<file path="src/hw/cache_pkg.sv">
/*
 Shared definitions for the two-line data cache subsystem.
 Holds the cache and line store geometry, the controller state
 encoding and the packed structs passed between the blocks.
*/
package cache_pkg;

	localparam int WORD_BITS = 32;
	localparam int LINE_BITS = 128;		// Four 32-bit words.
	localparam int LINE_WORDS = LINE_BITS / WORD_BITS;
	localparam int PAGE_BITS = 28;		// Byte address without its low 4 bits.

	localparam int STORE_LINES = 64;	// 1 KiB of backing memory.
	localparam int STORE_INDEX_BITS = $clog2(STORE_LINES);
	localparam int STORE_LATENCY = 4;
	localparam int STORE_COUNT_BITS = $clog2(STORE_LATENCY);

	typedef enum logic [3:0] {
		st_idle,
		st_write_back_0,
		st_write_back_1,
		st_read_line_0,
		st_read_line_1,
		st_process_0,
		st_process_1,
		st_wait_end
	} cache_state_t;

	typedef struct packed {
		logic [PAGE_BITS-1:0] page;
		logic [LINE_BITS-1:0] data;
		logic valid;
		logic dirty;
	} cache_line_t;

	typedef struct packed {
		logic rw;				// 1 = write.
		logic [31:0] address;	// Byte address.
		logic [WORD_BITS-1:0] wdata;
	} cpu_req_t;

	typedef struct packed {
		logic request;
		logic rw;
		logic [31:0] address;	// Line aligned.
		logic [LINE_BITS-1:0] wdata;
	} mem_req_t;

	typedef struct packed {
		logic [31:0] hits;
		logic [31:0] misses;
	} cache_stats_t;

endpackage

</file>
<file path="src/hw/cache_stats.sv">
/*
 Cache status block.
 Counts hit and miss events from the cache controller and clears
 both counters on command.
*/
`timescale 1ns/1ps

module cache_stats import cache_pkg::*; (
	input  logic         i_clock,
	input  logic         i_rst,
	input  logic         i_stats_clear,
	input  logic         i_hit_event,
	input  logic         i_miss_event,
	output cache_stats_t o_stats
);

	logic [31:0] hits;
	logic [31:0] misses;

	always_ff @(posedge i_clock) begin
		if (i_rst || i_stats_clear) begin	// Clear wins over a same-cycle event.
			hits <= '0;
			misses <= '0;
		end else begin
			if (i_hit_event)
				hits <= hits + 32'd1;
			if (i_miss_event)
				misses <= misses + 32'd1;
		end
	end

	assign o_stats.hits = hits;
	assign o_stats.misses = misses;

endmodule

</file>
<file path="config.mk">
export PLATFORM = sky130hd
export DESIGN_NAME = cache_stats
export DESIGN_NICKNAME = d
export VERILOG_FILES = /design/src/hw/cache_pkg.sv /design/src/hw/cache_stats.sv
export SDC_FILE = /design/constraint.sdc
export NUM_CORES = 1
export LEC_CHECK = 0
export BUFFER_PORTS_ARGS = -buffer_cell sky130_fd_sc_hd__buf_2
export CAP_MARGIN = 10
export CORE_MARGIN = 2
export CORE_UTILIZATION = 45
export CTS_CLUSTER_DIAMETER = 120
export CTS_CLUSTER_SIZE = 30
export DETAILED_ROUTE_END_ITERATION = 10
export PLACE_DENSITY = 0.76
export SLEW_MARGIN = 20
export SYNTH_ARGS = -nofsm -noshare
export SYNTH_HDL_FRONTEND = slang
export SYNTH_SLANG_ARGS = --single-unit
export TNS_END_PERCENT = 100
</file>
<file path="constraint.sdc">
create_clock -name i_clock -period 1.8 [get_ports i_clock]
set_input_delay 0.09 -clock i_clock [delete_from_list [all_inputs] [get_ports i_clock]]
set_output_delay 0.09 -clock i_clock [all_outputs]
set_load 0.005 [all_outputs]
</file>
## Word-level counts from Yosys, hierarchy flattened

Index checks and enable logic that the tools add are counted.

| operators by class | value |
|---|---|
| reduce and logical (&&, ||, !) cells | 1 |
| add/subtract/negate cells | 2 |

Operators by type and width:

| cell | count |
|---|---|
| $add A32 B1 Y32 const B | 2 |
| $logic_or A1 B1 Y1 | 1 |

| storage, ports and cells | value |
|---|---|
| logic and storage cells | 5 |
| input bits | 5 |
| register bits | 64 |
| output and inout bits | 64 |

## Logic depth before layout (Yosys ltp)

| depth | value |
|---|---|
| depth in word-level cells | 1 |
| mapped depth | 6 |
| gate-level depth less buffers | 5 |

## Worst setup path after synthesis

No wires, ideal clock.

| timing | value |
|---|---|
| kind | reg2reg |
| start point | register hits[0] |
| end point | register hits[26] |
| slack | -0.183 ns |
| clock period less this slack | 1.983 ns |
| cell stages (with the launch flop) | 7 |
| path buffers | 1 |
| required time | 1.730 ns |
| setup time | 0.070 ns |
| data arrival time | 1.913 ns |
| path through | dfxtp_1 > ha_1 > nand4_1 > or3_1 > buf_2 > or4_1 > a21oi_1 |

| between the ends | value |
|---|---|
| word-level cells in the longest chain between the ends | 1 |

RTL lines:

| element | line | source |
|---|---|---|
| from (decl) | cache_stats.sv:17 | `logic [31:0] hits;` |
| from (signal assigned) | cache_stats.sv:26 | `hits <= hits + 32'd1;` |
| $add A32 B1 Y32 | cache_stats.sv:26 |  |

Every way passes these cells.
A chain may end at the register's enable or synchronous reset.

## Final worst setup path

| timing | value |
|---|---|
| start point | register hits[7] |
| end point | register hits[27] |

Same word-level chain as after synthesis.

==> qor.txt <==
Clock skew = 0.0106 ns
Overall Global Routing Usage = 21.2%
Leak Pwr = 1.58 nW
PwrDens = 632 mW/mm^2
Beginning of the critical path = hits[7]
Number of clock sinks = 64
CTS tree = done
Count leader, synth = dfxtp_1
Netlist cell types = 34
Number of synthesized flops with an enable pin = 0
CP Launch Type = register
HP Class = in2reg
Area contributors post-synth = dfxtp_1 (42%), or4_1 (6.4%), o31ai_1 (5.6%)
Critical-path cell list = nand4_4 > or4_4 > or4_1 > a21oi_1
CTS buffer count = 9
Met1 Resource Use GR = 27.2%
Fill cells = 620
Initial antenna violation count = 0
Final min period = 1.79 ns
Grt met2 use = 34.2%
Multiplexer share of the synthesized area = 1.63%
Chip width = 86.6 um
Reg-to-reg setup timing slack = 0.007 ns
Post-synthesis cell count = 359
Final net count = 468
Crit path max-delay family = simple AND/OR/NAND/NOR gates
Number of global-route vias before repair = 2937
Synthesized area = 0.00307 sq mm
Complex-gate fraction of the synthesized area = 15.5%
Top-area cell type share of the netlist area = 41.7%
Final std cell area, no fill = 0.00399 sq mm
Fmax = 0.558 GHz
Register area = 0.00131 sq mm
Gpl congestion = 0.776
Post-DP HPWL = 5480 um
Via/cell ratio = 5.77
Crit path capture type = register
First-pass DRT Iterations = 4
Arr. time, crit path = 2.06 ns
Synth cell count leaders = dfxtp_1 (64), a21oi_1 (34), or4_1 (26)
Status = finished, final reports clean
CP bufs+invs = 0
Via Count = 3145
Fin crit share = 99.6%
Worst-path clk slew = 0.07 ns
Max-slew violations = 0
Tot Pwr = 2.52 mW
Async S/R FF share, synth = 0%
Final setup viols = 0
I/O Buffers = 68
CP required = 2.07 ns
Crit Path Class = reg2reg
Simple-gate share of the synthesized area = 30.5%
Syn avg cell area = 8.55 sq um
Final ANT Viol Nets = 0
Global-route wire length before repair = 12800 um
Slowest-stage cell, CP = or4_4
Yosys top cell by area = dfxtp_1
RSZ-0062 raised after global routing = yes
GRT Residual Overflow = 0
CTS root buffer = clkbuf_8
Multi-input logic area = 0.00170 sq mm
Drt total wl = 7790 um
Post-synthesis adder-cell area fraction = 0.815%
Fin Setup TNS = 0 ns
Clock Path Buffers = 2
Hold path startpoint = i_hit_event
Global routing's busiest layer = met2
Synth Register Bits = 64
Iteration-0 DRC Markers = 141
DR WL/cell = 14.3 um
Antenna Cells = 0
VDD IR max = 0.356 mV
Rows = 30
Seq/Total Area, Yosys = 41.7%
Core area = 0.00668 sq mm
Initial Util = 45.9%
DIE AREA = 0.00750 sq mm
Fin. Hold Viols = 0
Main combinational cell family by area after synthesis = simple AND/OR/NAND/NOR gates
CTS H-Tree Depth = 3
Post-synth net total = 366
Synth Flop Type = dfxtp_1
Total I/O pin count = 69
Ys Warns = 0
MaxCap Viol Count = 0
Worst skew pair latency = 0.34 ns
XOR/XNOR Fraction of Synth Area = 5.71%
Layout cells sized above 1 = 32.7%
Largest net degree at the start of global routing = 28
# DRC = 0
Die height = 86.6 um
Routing usage on met3 = 4.48%
Worst-margin pin slew = 0.579 ns
Hold-fix buffer count after cts = 0
Area grow syn2layout = 29.9%
Critical R2R Launch = hits[7]
Slew margin rel. = 61.4%
CP max FO = 10
Placed Area = 0.00377 sq mm
Max incr delay on CP = 0.60 ns
==> cell type report <==
| type | count | area share [%] |
|---|---|---|
| flip-flops and latches | 64 | 32.9 |
| multi-input cells | 264 | 42.5 |
| clock buffers | 14 | 3.83 |
| inverters | 8 | 0.753 |
| clock inverters | 1 | 0.126 |
| repair buffers | 114 | 17.3 |
| well taps | 80 | 2.51 |
==> flip-flops by register name, indices dropped and copies added, names as in the netlist <==
name,flops
hits,32
misses,32
==> repair_timing <==
item | CTS | global route
gates cloned | 0 | 1
pin swaps | 3 | 4
gates resized for setup | 2 | 18
hold endpoints to repair | 0 | 0
endpoints found under the setup margin | 5 | 14
buffers inserted | 0 | 2
==> worst register-to-register path, cell delays in order (launching register included) <==
cell and delay, ns:
dfxtp_4 0.36, nand4_4 0.13, or4_4 0.60, or4_1 0.53, a21oi_1 0.13
==> logic make-up (layout without fill, tap and decap cells) <==
logic type | Yosys count | count (layout)
buf+inv | 31 | 137
fa+ha+maj | 2 | 2
mux | 5 | 5
xor+xnor | 20 | 20
compound gates | 77 | 77
simple gates | 160 | 160
flops | 64 | 64
==> per-layer routing <==
| layer | up-vias | wire, um |
|---|---|---|
| met5 | - | 0 |
| met1 | 1498 | 3550 |
| li1 | 1566 | - |
| met4 | 0 | 120 |
| met2 | 73 | 3710 |
| met3 | 8 | 409 |
==> path summary, 6_finish.rpt <==
| kind | cells past startpoint | endpoint |
|---|---|---|
| max | 4 | hits[27] |
| min | 3 | hits[1] |
| max reg2reg | 4 | hits[27] |
| min reg2reg | 2 | misses[31] |
==> placed cells by master (no fill, tap or decap), types with 10 or more instances in the layout <==
master and instances:
buf_4 43, or3_1 14, o21ai_0 11, dfxtp_1 50, nand4_1 22, or4_1 25
a21oi_1 33, nor2_1 25, nand3_1 21, buf_2 69, clkbuf_8 10, o31ai_1 23
xor2_1 14, nand2_1 20
==> where the power goes <==
| group | switching, mW | internal, mW |
|---|---|---|
| combinational | 0.0417 | 0.0199 |
| sequential | 0.00450 | 1.41 |
| clock | 0.512 | 0.530 |
==> through the flow <==
stage                     hold WS (ns)  setup slack (ns)  instances  util [%]
after floorplan                  0.236           -0.0464        359         -
after global placement           0.420            0.0207        527      56.5
after detailed placement         0.437           -0.0236        527      56.5
after CTS                       0.0791           0.00126        542      58.9
after global routing             0.128           -0.0583        545      59.7
final                           0.0937           0.00695        545      59.7
No activity file was read; power rests on OpenSTA's default activity.
