[src/hw/cache_pkg.sv]
/*
 Shared definitions for the two-line data cache subsystem.
 Holds the cache and line store geometry, the controller state
 encoding and the packed structs passed between the blocks.
*/
package cache_pkg;

	localparam int WORD_BITS = 32;
	localparam int LINE_BITS = 128;		// Four 32-bit words.
	localparam int LINE_WORDS = LINE_BITS / WORD_BITS;
	localparam int PAGE_BITS = 28;		// Byte address without its low 4 bits.

	localparam int STORE_LINES = 64;	// 1 KiB of backing memory.
	localparam int STORE_INDEX_BITS = $clog2(STORE_LINES);
	localparam int STORE_LATENCY = 4;
	localparam int STORE_COUNT_BITS = $clog2(STORE_LATENCY);

	typedef enum logic [3:0] {
		st_idle,
		st_write_back_0,
		st_write_back_1,
		st_read_line_0,
		st_read_line_1,
		st_process_0,
		st_process_1,
		st_wait_end
	} cache_state_t;

	typedef struct packed {
		logic [PAGE_BITS-1:0] page;
		logic [LINE_BITS-1:0] data;
		logic valid;
		logic dirty;
	} cache_line_t;

	typedef struct packed {
		logic rw;				// 1 = write.
		logic [31:0] address;	// Byte address.
		logic [WORD_BITS-1:0] wdata;
	} cpu_req_t;

	typedef struct packed {
		logic request;
		logic rw;
		logic [31:0] address;	// Line aligned.
		logic [LINE_BITS-1:0] wdata;
	} mem_req_t;

	typedef struct packed {
		logic [31:0] hits;
		logic [31:0] misses;
	} cache_stats_t;

endpackage

[src/hw/line_cache.sv]
/*
 Two-line write-back data cache controller.
 A CPU word request is checked against both tagged lines. On a miss the
 slot named by the channel input is refilled from the line store, after a
 dirty victim has been written back. One word is then read or updated.
*/
`timescale 1ns/1ps

module line_cache import cache_pkg::*; (
	input  logic                 i_clock,
	input  logic                 i_rst,
	input  logic                 i_request,
	input  cpu_req_t             i_cpu,
	input  logic                 i_channel,	// Victim slot on a miss.
	output logic [WORD_BITS-1:0] o_rdata,
	output logic                 o_ready,
	output mem_req_t             o_mem,
	input  logic [LINE_BITS-1:0] i_mem_rdata,
	input  logic                 i_mem_ready,
	output logic                 o_hit_event,
	output logic                 o_miss_event
);

	cache_state_t state;
	cache_line_t slot [2];

	logic ready_q;
	logic sel;
	logic hit_0;
	logic hit_1;
	logic mem_done;
	logic [PAGE_BITS-1:0] in_page;
	logic [1:0] in_word;
	logic [6:0] word_base;

	assign in_page = i_cpu.address[31:4];
	assign in_word = i_cpu.address[3:2];
	assign word_base = {in_word, 5'd0};	// Bit offset of the word in a line.

	assign hit_0 = slot[0].valid && (slot[0].page == in_page);
	assign hit_1 = slot[1].valid && (slot[1].page == in_page);

	assign mem_done = o_mem.request && i_mem_ready;

	// Falls in the same cycle the CPU drops its request.
	assign o_ready = ready_q && i_request;

	// Slot worked on by the current state.
	always_comb begin
		case (state)
			st_write_back_1,
			st_read_line_1,
			st_process_1: sel = 1'b1;
			default: sel = 1'b0;
		endcase
	end

	always_ff @(posedge i_clock) begin
		o_hit_event <= 1'b0;
		o_miss_event <= 1'b0;
		if (i_rst) begin
			state <= st_idle;
			ready_q <= 1'b0;
			o_mem.request <= 1'b0;
			slot[0].valid <= 1'b0;
			slot[0].dirty <= 1'b0;
			slot[1].valid <= 1'b0;
			slot[1].dirty <= 1'b0;
		end else begin
			case (state)
				st_idle: begin
					if (i_request) begin
						if (hit_0) begin
							o_hit_event <= 1'b1;
							state <= st_process_0;
						end else if (hit_1) begin
							o_hit_event <= 1'b1;
							state <= st_process_1;
						end else begin
							o_miss_event <= 1'b1;
							if (!i_channel) begin
								if (slot[0].valid && slot[0].dirty)
									state <= st_write_back_0;
								else
									state <= st_read_line_0;
							end else begin
								if (slot[1].valid && slot[1].dirty)
									state <= st_write_back_1;
								else
									state <= st_read_line_1;
							end
						end
					end
				end

				st_write_back_0,
				st_write_back_1: begin
					o_mem.request <= 1'b1;
					o_mem.rw <= 1'b1;
					o_mem.address <= {slot[sel].page, 4'b0000};
					o_mem.wdata <= slot[sel].data;
					if (mem_done) begin
						o_mem.request <= 1'b0;
						state <= sel ? st_read_line_1 : st_read_line_0;
					end
				end

				st_read_line_0,
				st_read_line_1: begin
					o_mem.request <= 1'b1;
					o_mem.rw <= 1'b0;
					o_mem.address <= {in_page, 4'b0000};
					if (mem_done) begin
						o_mem.request <= 1'b0;
						slot[sel].page <= in_page;
						slot[sel].data <= i_mem_rdata;
						slot[sel].valid <= 1'b1;
						slot[sel].dirty <= 1'b0;
						state <= sel ? st_process_1 : st_process_0;
					end
				end

				st_process_0,
				st_process_1: begin
					if (i_cpu.rw) begin
						slot[sel].data[word_base +: WORD_BITS] <= i_cpu.wdata;
						slot[sel].dirty <= 1'b1;
					end else begin
						o_rdata <= slot[sel].data[word_base +: WORD_BITS];
					end
					state <= st_wait_end;
				end

				// Hold ready until the CPU lets go of the request.
				st_wait_end: begin
					ready_q <= i_request;
					if (!i_request)
						state <= st_idle;
				end

				default: state <= st_idle;
			endcase
		end
	end

endmodule

[config.mk]
export PLATFORM = sky130hd
export DESIGN_NAME = line_cache
export DESIGN_NICKNAME = d
export VERILOG_FILES = /design/src/hw/cache_pkg.sv /design/src/hw/line_cache.sv
export SDC_FILE = /design/constraint.sdc
export NUM_CORES = 1
export LEC_CHECK = 0
export BUFFER_PORTS_ARGS = -buffer_cell sky130_fd_sc_hd__buf_4
export CAP_MARGIN = 10
export CORE_UTILIZATION = 35
export CTS_BUF_LIST = sky130_fd_sc_hd__clkbuf_2
export DETAILED_ROUTE_END_ITERATION = 10
export SKIP_LAST_GASP = 1
export SLEW_MARGIN = 20
export SYNTH_ARGS = -nofsm -noshare
export SYNTH_HDL_FRONTEND = slang
export SYNTH_SLANG_ARGS = --single-unit
[constraint.sdc]
create_clock -name i_clock -period 16.3 [get_ports i_clock]
set_clock_uncertainty 0.05 [all_clocks]
set_input_delay 3.26 -clock i_clock [delete_from_list [all_inputs] [get_ports i_clock]]
set_output_delay 3.26 -clock i_clock [all_outputs]
set_load 0.005 [all_outputs]
=== Yosys cells after proc, flatten, opt, wreduce, memory -nomap -nowiden ===
Memories as Yosys holds them, arrays and structs flattened.
Index checks and enable logic that the tools add are counted.

* Register bits: 201
* Memory bits (writable): 316
* Input port bits: 198
* Output and inout bits: 197
* Logic and storage cells: 340
* Memories kept: 1

{| class="wikitable"
|+ Memory list
! name !! words !! bits a word !! rd ports !! clocked after memory_dff !! wr ports !! RTL line !! text
|-
| slot || 2 || 158 || 3 || 0 || 2 || line_cache.sv:25 || <nowiki>cache_line_t slot [2];</nowiki>
|}

* Add/sub/neg operators: 1
* Equality and inequality tests: 13
* Shifts and indexed selects: 3
* Muxes and demuxes: 161
* Bitwise logic cells: 133
* Reductions and logical operators: 19

{| class="wikitable"
|+ Operators by type and width
! kind !! number
|-
| 2-to-1 mux 158 bit || 1
|-
| OR reduction 158 bit || 1
|-
| 2-to-1 mux 1 bit || 145
|-
| 2-to-1 mux 131 bit || 1
|-
| bitwise OR 1 bit || 129
|-
| 2-to-1 mux 128 bit || 1
|-
| variable shift 32 x 9 -> 128 bit (first input constant) || 1
|-
| indexed part select 128 x 8 -> 32 bit || 1
|-
| indexed part select 32 x 9 -> 128 bit || 1
|-
| one-hot mux 34 bit (2 select lines) || 1
|-
| equality test 28 bit || 2
|-
| 2-to-1 mux 4 bit || 7
|-
| one-hot mux 4 bit (5 select lines) || 1
|-
| equality test 4 x 3 -> 1 bit (second input constant) || 4
|-
| negation 7 -> 9 bit || 1
|-
| equality test 4 x 2 -> 1 bit (second input constant) || 2
|-
| != test 2 bit (second input constant) || 4
|-
| logical AND 1 bit || 6
|-
| 2-to-1 mux 3 bit || 2
|-
| OR reduction 2 bit || 3
|-
| OR reduction 3 bit || 2
|-
| equality test 4 x 1 -> 1 bit (second input constant) || 1
|-
| logical NOT 4 bit || 1
|-
| 2-to-1 mux 2 bit || 2
|-
| other kinds (6) || 10
|}

=== Longest topological paths before layout ===
Gate-level depths: netlist of the first run.

* Depth in word-level cells: 8
* Mapped depth: 9
* Mapped depth without buffers: 6

=== Worst setup path before layout of the first run ===
No wires, ideal clock.

* Path kind: input to register
* Start point: in i_rst
* End point: reg, netlist name o_mem[0]
* Setup time: 772 ps
* Arrival time: 12191 ps
* Data required time: 15478 ps
* Slack: 3287 ps
* Stages on the path: 2
* Path buffers: 1
* Cell sequence: clkbuf_1 nor3_1

* Word-level cells in the longest chain between the ends: 2

{| class="wikitable"
|+ Ends and longest elaborated chain
! element !! RTL line !! text
|-
| start: declaration || line_cache.sv:11 || <nowiki>input logic i_rst,</nowiki>
|-
| NOT 1 bit (no source line) || - ||
|-
| AND reduction 2 bit (no source line) || - ||
|}

No other way between the ends.
A chain may end at the register's enable or synchronous reset.

=== Final worst setup path of the first run ===
* Start point: in i_request
* End point: out o_ready

* Word-level cells in the longest chain between the ends: 1

{| class="wikitable"
|+ Ends and longest elaborated chain
! element !! RTL line !! text
|-
| start: declaration || line_cache.sv:12 || <nowiki>input logic i_request,</nowiki>
|-
| logical AND 1 bit || line_cache.sv:46 || <nowiki>assign o_ready = ready_q && i_request;</nowiki>
|-
| end: declaration || line_cache.sv:16 || <nowiki>output logic o_ready,</nowiki>
|}

No other way between the ends.

==> results of run 1 <==
## registers in the layout, summed over array words and instances, names as in the netlist
| signal | count |
|---|---|
| ready_q | 1 |
| o_mem | 158 |
| state | 3 |
| o_rdata | 32 |
| slot | 316 |
| o_hit_event | 1 |
| o_miss_event | 1 |
## logic make-up (layout without fill, tap and decap cells)
family	count (synthesis)	count (layout)	share of synthesized area (%)
other	1	14	0.0174
buffers and inverters	115	651	2.28
flip-flops	512	512	71.0
XOR/XNOR	58	58	2.36
multiplexers	63	63	4.78
AO/OA/AOI/OAI	183	183	4.37
AND/OR/NAND/NOR	767	767	15.0
adder cells (fa/ha/maj)	5	5	0.290
## final cells by class
class | instances | area, µm² | area share [%]
Sequential cell | 512 | 15300 | 57.3
Multi-Input combinational cell | 1080 | 5970 | 22.4
Timing Repair Buffer | 418 | 3160 | 11.8
Tap cell | 782 | 978 | 3.67
Clock buffer | 182 | 911 | 3.41
Clock inverter | 47 | 332 | 1.24
Antenna cell | 10 | 25.0 | 0.0937
Inverter | 4 | 15.0 | 0.0562
## cell usage after synthesis
library cell,count,area share [%]
o21bai_1,2,0.070
edfxtp_1,505,70
and2_1,2,0.058
nor4_1,9,0.26
nor3_1,4,0.093
clkbuf_1,64,1.1
nor2_2,1,0.029
a32o_1,1,0.046
clkinv_1,1,0.017
nor3b_1,3,0.10
ha_1,5,0.29
buf_4,5,0.17
or2_2,2,0.058
o22ai_1,1,0.029
xnor2_1,27,1.1
xor2_1,31,1.3
mux2i_1,31,1.4
o21ai_0,32,0.74
conb_1,1,0.017
nand2b_1,1,0.029
a21oi_1,142,3.3
or2_1,1,0.029
and4b_1,1,0.046
dfxtp_1,7,0.65
nor2_1,17,0.30
inv_2,1,0.017
a311oi_1,1,0.041
nand3_1,131,3.0
o221ai_1,1,0.041
nor3b_2,1,0.058
nand2_1,549,9.6
nand4_1,8,0.23
and3_1,6,0.17
mux4_2,32,3.3
buf_6,1,0.052
buf_2,27,0.63
inv_1,2,0.035
a41oi_1,1,0.041
buf_1,14,0.24
a211oi_1,1,0.035
a31oi_1,1,0.029
nor2b_1,31,0.90
## routing by layer
| layer | part of all wire [%] | vias up | GRT usage, % |
|---|---|---|---|
| li1 | - | 7062 | - |
| met1 | 40 | 7781 | 29.5 |
| met2 | 48 | 842 | 36.8 |
| met3 | 9.1 | 130 | 6.70 |
| met4 | 2.3 | 8 | 9.29 |
| met5 | 0.066 | - | 0 |
## power groups by stage
| stage | registers [µW] | clock network [µW] | logic [µW] |
|---|---|---|---|
| after global placement | 1690 | 0 | 779 |
| after floorplan | 1710 | 0 | 413 |
| after detailed placement | 1690 | 0 | 788 |
| final | 1660 | 914 | 783 |
| after CTS | 1660 | 946 | 790 |
| after global routing | 1670 | 1010 | 852 |
## critical path: cells and delay by family
kind	cells	cell delay, ns
buffers and inverters	2	0.27
AND/OR/NAND/NOR	1	0.15
## layout by cell type, fill, tap and decap left out, types with 5 or more instances in the layout
cell type,netlist,routed
a21oi_1,142,133
a21oi_4,0,9
buf_4,5,417
clkbuf_2,0,182
clkinv_1,1,26
clkinv_2,0,8
dfxtp_1,7,7
diode_2,0,10
edfxtp_1,505,505
ha_1,5,5
mux2i_1,31,31
mux4_2,32,32
nand2_1,549,545
nand3_1,131,131
nand4_1,8,8
nor2_1,17,14
nor2b_1,31,30
nor4_1,9,9
o21ai_0,32,31
xnor2_1,27,27
xor2_1,31,31
## metrics by stage
| step | hold slack, ns | cells |
|---|---|---|
| floorplan | 0.405 | 1707 |
| global placement | 0.431 | 2795 |
| detailed placement | 0.442 | 2795 |
| CTS | 0.427 | 3024 |
| global route | 0.459 | 3033 |
| finish | 0.431 | 3035 |
## worst paths after layout
| path | cells after the start | start | endpoint |
|---|---|---|---|
| hold reg to reg | 2 | slot[0][42] | o_mem[40] |
| setup reg to reg | 8 | state[0] | slot[1][110] |
| setup / recovery | 3 | i_request | o_ready |
| hold / removal | 2 | slot[0][42] | o_mem[40] |
==> summary.md, run 1 <==
| Metric | Value |
|---|---|
| Total CTS buffers | 137 |
| Detailed Route WL | 72.7 mm |
| # IOs | 395 |
| Worst-path cell chain | buf_4 > and2_1 > buf_4 |
| Initial antenna violation count | 12 |
| Fin crit share | 42.9% |
| Max stage delay on crit path | 0.15 ns |
| Synth cell types | 42 |
| Post-layout util | 44.1% |
| Critical Path RT | 12.99 ns |
| Part of the power in registers | 49.5% |
| Worst-path clk slew | 0.10 ns |
| FF+latch count, synth | 512 |
| Slack of the critical path | 9.30 ns |
| Wire per inst | 24.0 µm |
| DRC Markers | 0 |
| Final hold violation count | 0 |
| DR vias/cell | 5.21 |
| CTS tree | done |
| Average size of a mapped cell | 12.7 µm² |
| Worst slew pin tran | 1.21 ns |
| Status | finished, final reports clean |
| Sw power | 1060 µW |
| Worst skew pair latency | 1.24 ns |
| CTS hold repair buffers | 0 |
| RSZ-0062 raised after global routing | no |
| Area post-placement | 25400 µm² |
| Full die area | 62600 µm² |
| Area of the core | 60600 µm² |
| Placement Rows | 90 |
| Startpoint types | input pin |
| Slew HR | 19.2% |
| Internal power | 2300 µW |
| Critical Path Slowest Stage Cell | and2_1 |
| Crit. End Element | output port |
| Crit Path Max Fanout | 8 |
| GPL Wtd Cong | 0.837 |
| Gr usage total | 23.1% |
| Ys Warns | 0 |
| Share of layout cells above drive strength 1 | 30.6% |
| Most used cell along the critical path | buf_4 |
| Die span in y | 250 µm |
| Leakage | 0.00997 µW |
| Post-synthesis instance total | 1704 |
| CP Class | input pin to output port |
| Sw frac | 31.6% |
| Post_cts resized | 0 |
| DPL Wire Length | 45.7 mm |
| Root buf cell | clkbuf_2 |
| Reg2reg setup slack | 11.95 ns |
| Hold Path Class | flip-flop to flip-flop |
| # nets final | 2356 |
| Sequential share of the synthesized area | 71.0% |
| Final antenna-violating net count | 0 |
| Max Slew Vio Count | 0 |
| Layout fillers | 5738 |
| Finished layout cell area | 26700 µm² |
| TNS Setup | 0 ns |
| Vias after detailed routing | 15823 |
| Drt first pass iters | 5 |
| Area growth from synthesis to layout | 23.8% |
| Total power | 3360 µW |
| Fmax | 0.143 GHz |
| Clock sinks | 512 |
| H-Tree Level Count | 4 |
| Peak supply drop | 0.0659 mV |
| Initial Utilization | 35.6% |
| Vias in the first global route | 15778 |
| Largest net degree at the start of global routing | 87 |
| DP Worst Slack | 8.93 ns |
| Clock power frac | 27.2% |
| Max Cap Viol | 0 |
| Fin crit period | 7.00 ns |
| Setup Fix Bufs, Post-CTS | 0 |
| Power Density | 126 nW/µm² |
| IO Port Bufs | 388 |
| Final setup viols | 0 |
| Critical path data arrival time | 3.69 ns |
| Combinational Power Share | 23.3% |
| Max Root-Sink Buffers | 3 |
| Die Wd | 250 µm |
| Remaining global-route overflow | 0 |
| Post-Synthesis Cell Area | 21600 µm² |
| Initial DRC count | 1564 |
| First-pass GRT wire length | 104 mm |
Power figures use the tool's default switching activity.
==> run 2: changes to the inputs <==
clock period = 5.65 ns   (was 16.3 ns; I/O delays follow)
==> summary.md, run 2 (same netlist as run 1, synthesis figures left out) <==
| Metric | Value |
|---|---|
| Worst R2R Path Depth | 6 |
| Largest net degree at the start of global routing | 84 |
| DRC Markers | 0 |
| Hold Path Class | input pin to flip-flop |
| CTS tree | done |
| Die span in y | 250 µm |
| Max Root-Sink Buffers | 3 |
| Final hold violation count | 0 |
| Worst-path clk slew | 0.12 ns |
| Die Wd | 250 µm |
| # nets final | 2383 |
| Critical path data arrival time | 4.44 ns |
| RSZ-0062 raised after global routing | no |
| Max stage delay on crit path | 0.60 ns |
| Fmax | 0.279 GHz |
| Leakage | 0.0101 µW |
| DPL Wire Length | 46.6 mm |
| CP Class | flip-flop to flip-flop |
| Worst-path cell chain | xnor2_1 > nor3b_2 > and2_1 > nand2_2 > a21oi_4 > buf_12 |
| Met1 usage | 28.4% |
| H-Tree Level Count | 4 |
| Vias after detailed routing | 15890 |
| Max Cap Viol | 0 |
| Busiest grt layer | met2 |
| Full die area | 62600 µm² |
| Startpoint types | flip-flop |
| Total CTS buffers | 135 |
| Crit. End Element | flip-flop |
| First-pass GRT wire length | 103 mm |
| Worst path bufs/invs | 1 |
| Drt first pass iters | 5 |
| Status | finished, final reports clean |
| Worst hold margin | 0.171 ns |
| Commonest non-fill, non-tap cell in the layout | nand2_1 |
| Max reg flops | 316 |
| Fin crit period | 3.59 ns |
| Biggest regs | slot: 316 flops, o_mem: 158 flops, o_rdata: 32 flops |
| Hold path cells | 3 |
| Fin crit share | 63.5% |
| Max Slew Vio Count | 0 |
| Root buf cell | clkbuf_2 |
| Most frequent cells in the layout | 545 x nand2_1, 505 x edfxtp_1, 417 x buf_4 |
| Area of the core | 60600 µm² |
| IO Port Bufs | 388 |
| Critical Path RT | 6.50 ns |
| Wire per inst | 23.5 µm |
| Initial DRC count | 1492 |
| Final setup viols | 0 |
| Final antenna-violating net count | 0 |
| Placement Rows | 90 |
| Post_cts resized | 0 |
| Detailed Route WL | 71.7 mm |
| Critical Path Slowest Stage Cell | dfxtp_1 |
| Worst slew pin tran | 1.01 ns |
| Global Route met2 Usage | 37.0% |
| Area growth from synthesis to layout | 25.0% |
| Largest Register | slot |
| CP Depth | 6 |
| DR vias/cell | 5.20 |
| Slew HR | 32.6% |
| Initial Utilization | 35.6% |
| Layout fillers | 5691 |
| Share of layout cells above drive strength 1 | 30.7% |
| Clock sinks | 512 |
| Remaining global-route overflow | 0 |
| Met3 Use GR | 6.97% |
| Initial antenna violation count | 9 |
| Family with the most delay on the worst path | simple AND/OR/NAND/NOR gates |
| Total power | 9570 µW |
| Peak supply drop | 0.223 mV |
| Worst skew pair latency | 1.29 ns |
| Vias in the first global route | 15811 |
| Power Density | 355 nW/µm² |
| # IOs | 395 |
| Crit Path Max Fanout | 26 |
| Gr usage total | 22.7% |
| TNS Setup | 0 ns |
| GPL Wtd Cong | 0.864 |
[run 2: cell types whose count changed in the layout (fill, tap and decap cells not counted), sizes merged]
cell,before,now
dlygate4sd3,0,20
clkinv,37,22
buf,418,427
clkbuf,182,189
bufinv,4,2
clkinvlp,4,2
inv,6,7
[run 2: stage by stage]
step / worst slack (ns) / instance area, µm² / std cells / utilization [%]
after global routing: 1.85 / 27000 / 3052 / 44.5
after detailed placement: 1.32 / 25600 / 2805 / 42.3
after floorplan: 0.745 / 21600 / 1707 / -
final: 2.06 / 27000 / 3053 / 44.5
after global placement: 1.42 / 25600 / 2803 / 42.2
after CTS: 2.07 / 26900 / 3043 / 44.5
[run 2: per-layer routing]
metal,wire length (µm),vias up
li1,-,7109
met1,28200,7790
met2,34900,849
met3,6560,136
met4,2010,6
met5,40,-
[run 2: worst min-delay path: cells and delay by family]
kind                   cells  cell delay (ns)
buffers and inverters      1             0.11
AO/OA/AOI/OAI              1             0.09
AND/OR/NAND/NOR            1             0.04
[run 2: report_power, final]
part	internal (µW)	leakage [µW]	switching [µW]
Combinational	888	0.00500	1380
Sequential	4670	0.00421	121
Clock	987	0.000878	1530
[run 2: final timing paths]
path	start	to	slack [ns]
max reg2reg	state[0]	slot[1][79]	2.06
min reg2reg	slot[0][15]	o_mem[13]	0.47
min	i_cpu[61]	o_mem[157]	0.17
max	state[0]	slot[1][79]	2.06
[run 2: area by class of cell]
cell class | count | area (µm²) | share of cell area (%)
inverters | 4 | 15.0 | 0.0557
diodes | 10 | 25.0 | 0.0928
clock inverters | 29 | 191 | 0.710
well taps | 782 | 978 | 3.63
flip-flops and latches | 512 | 15300 | 56.7
repair buffers | 447 | 3540 | 13.1
multi-input cells | 1080 | 5970 | 22.1
clock buffers | 189 | 946 | 3.51
[run 2: timing repair]
action                                 CTS  global route
setup buffers                            0             0
endpoints found under the hold margin   26             0
hold buffers                            20             0
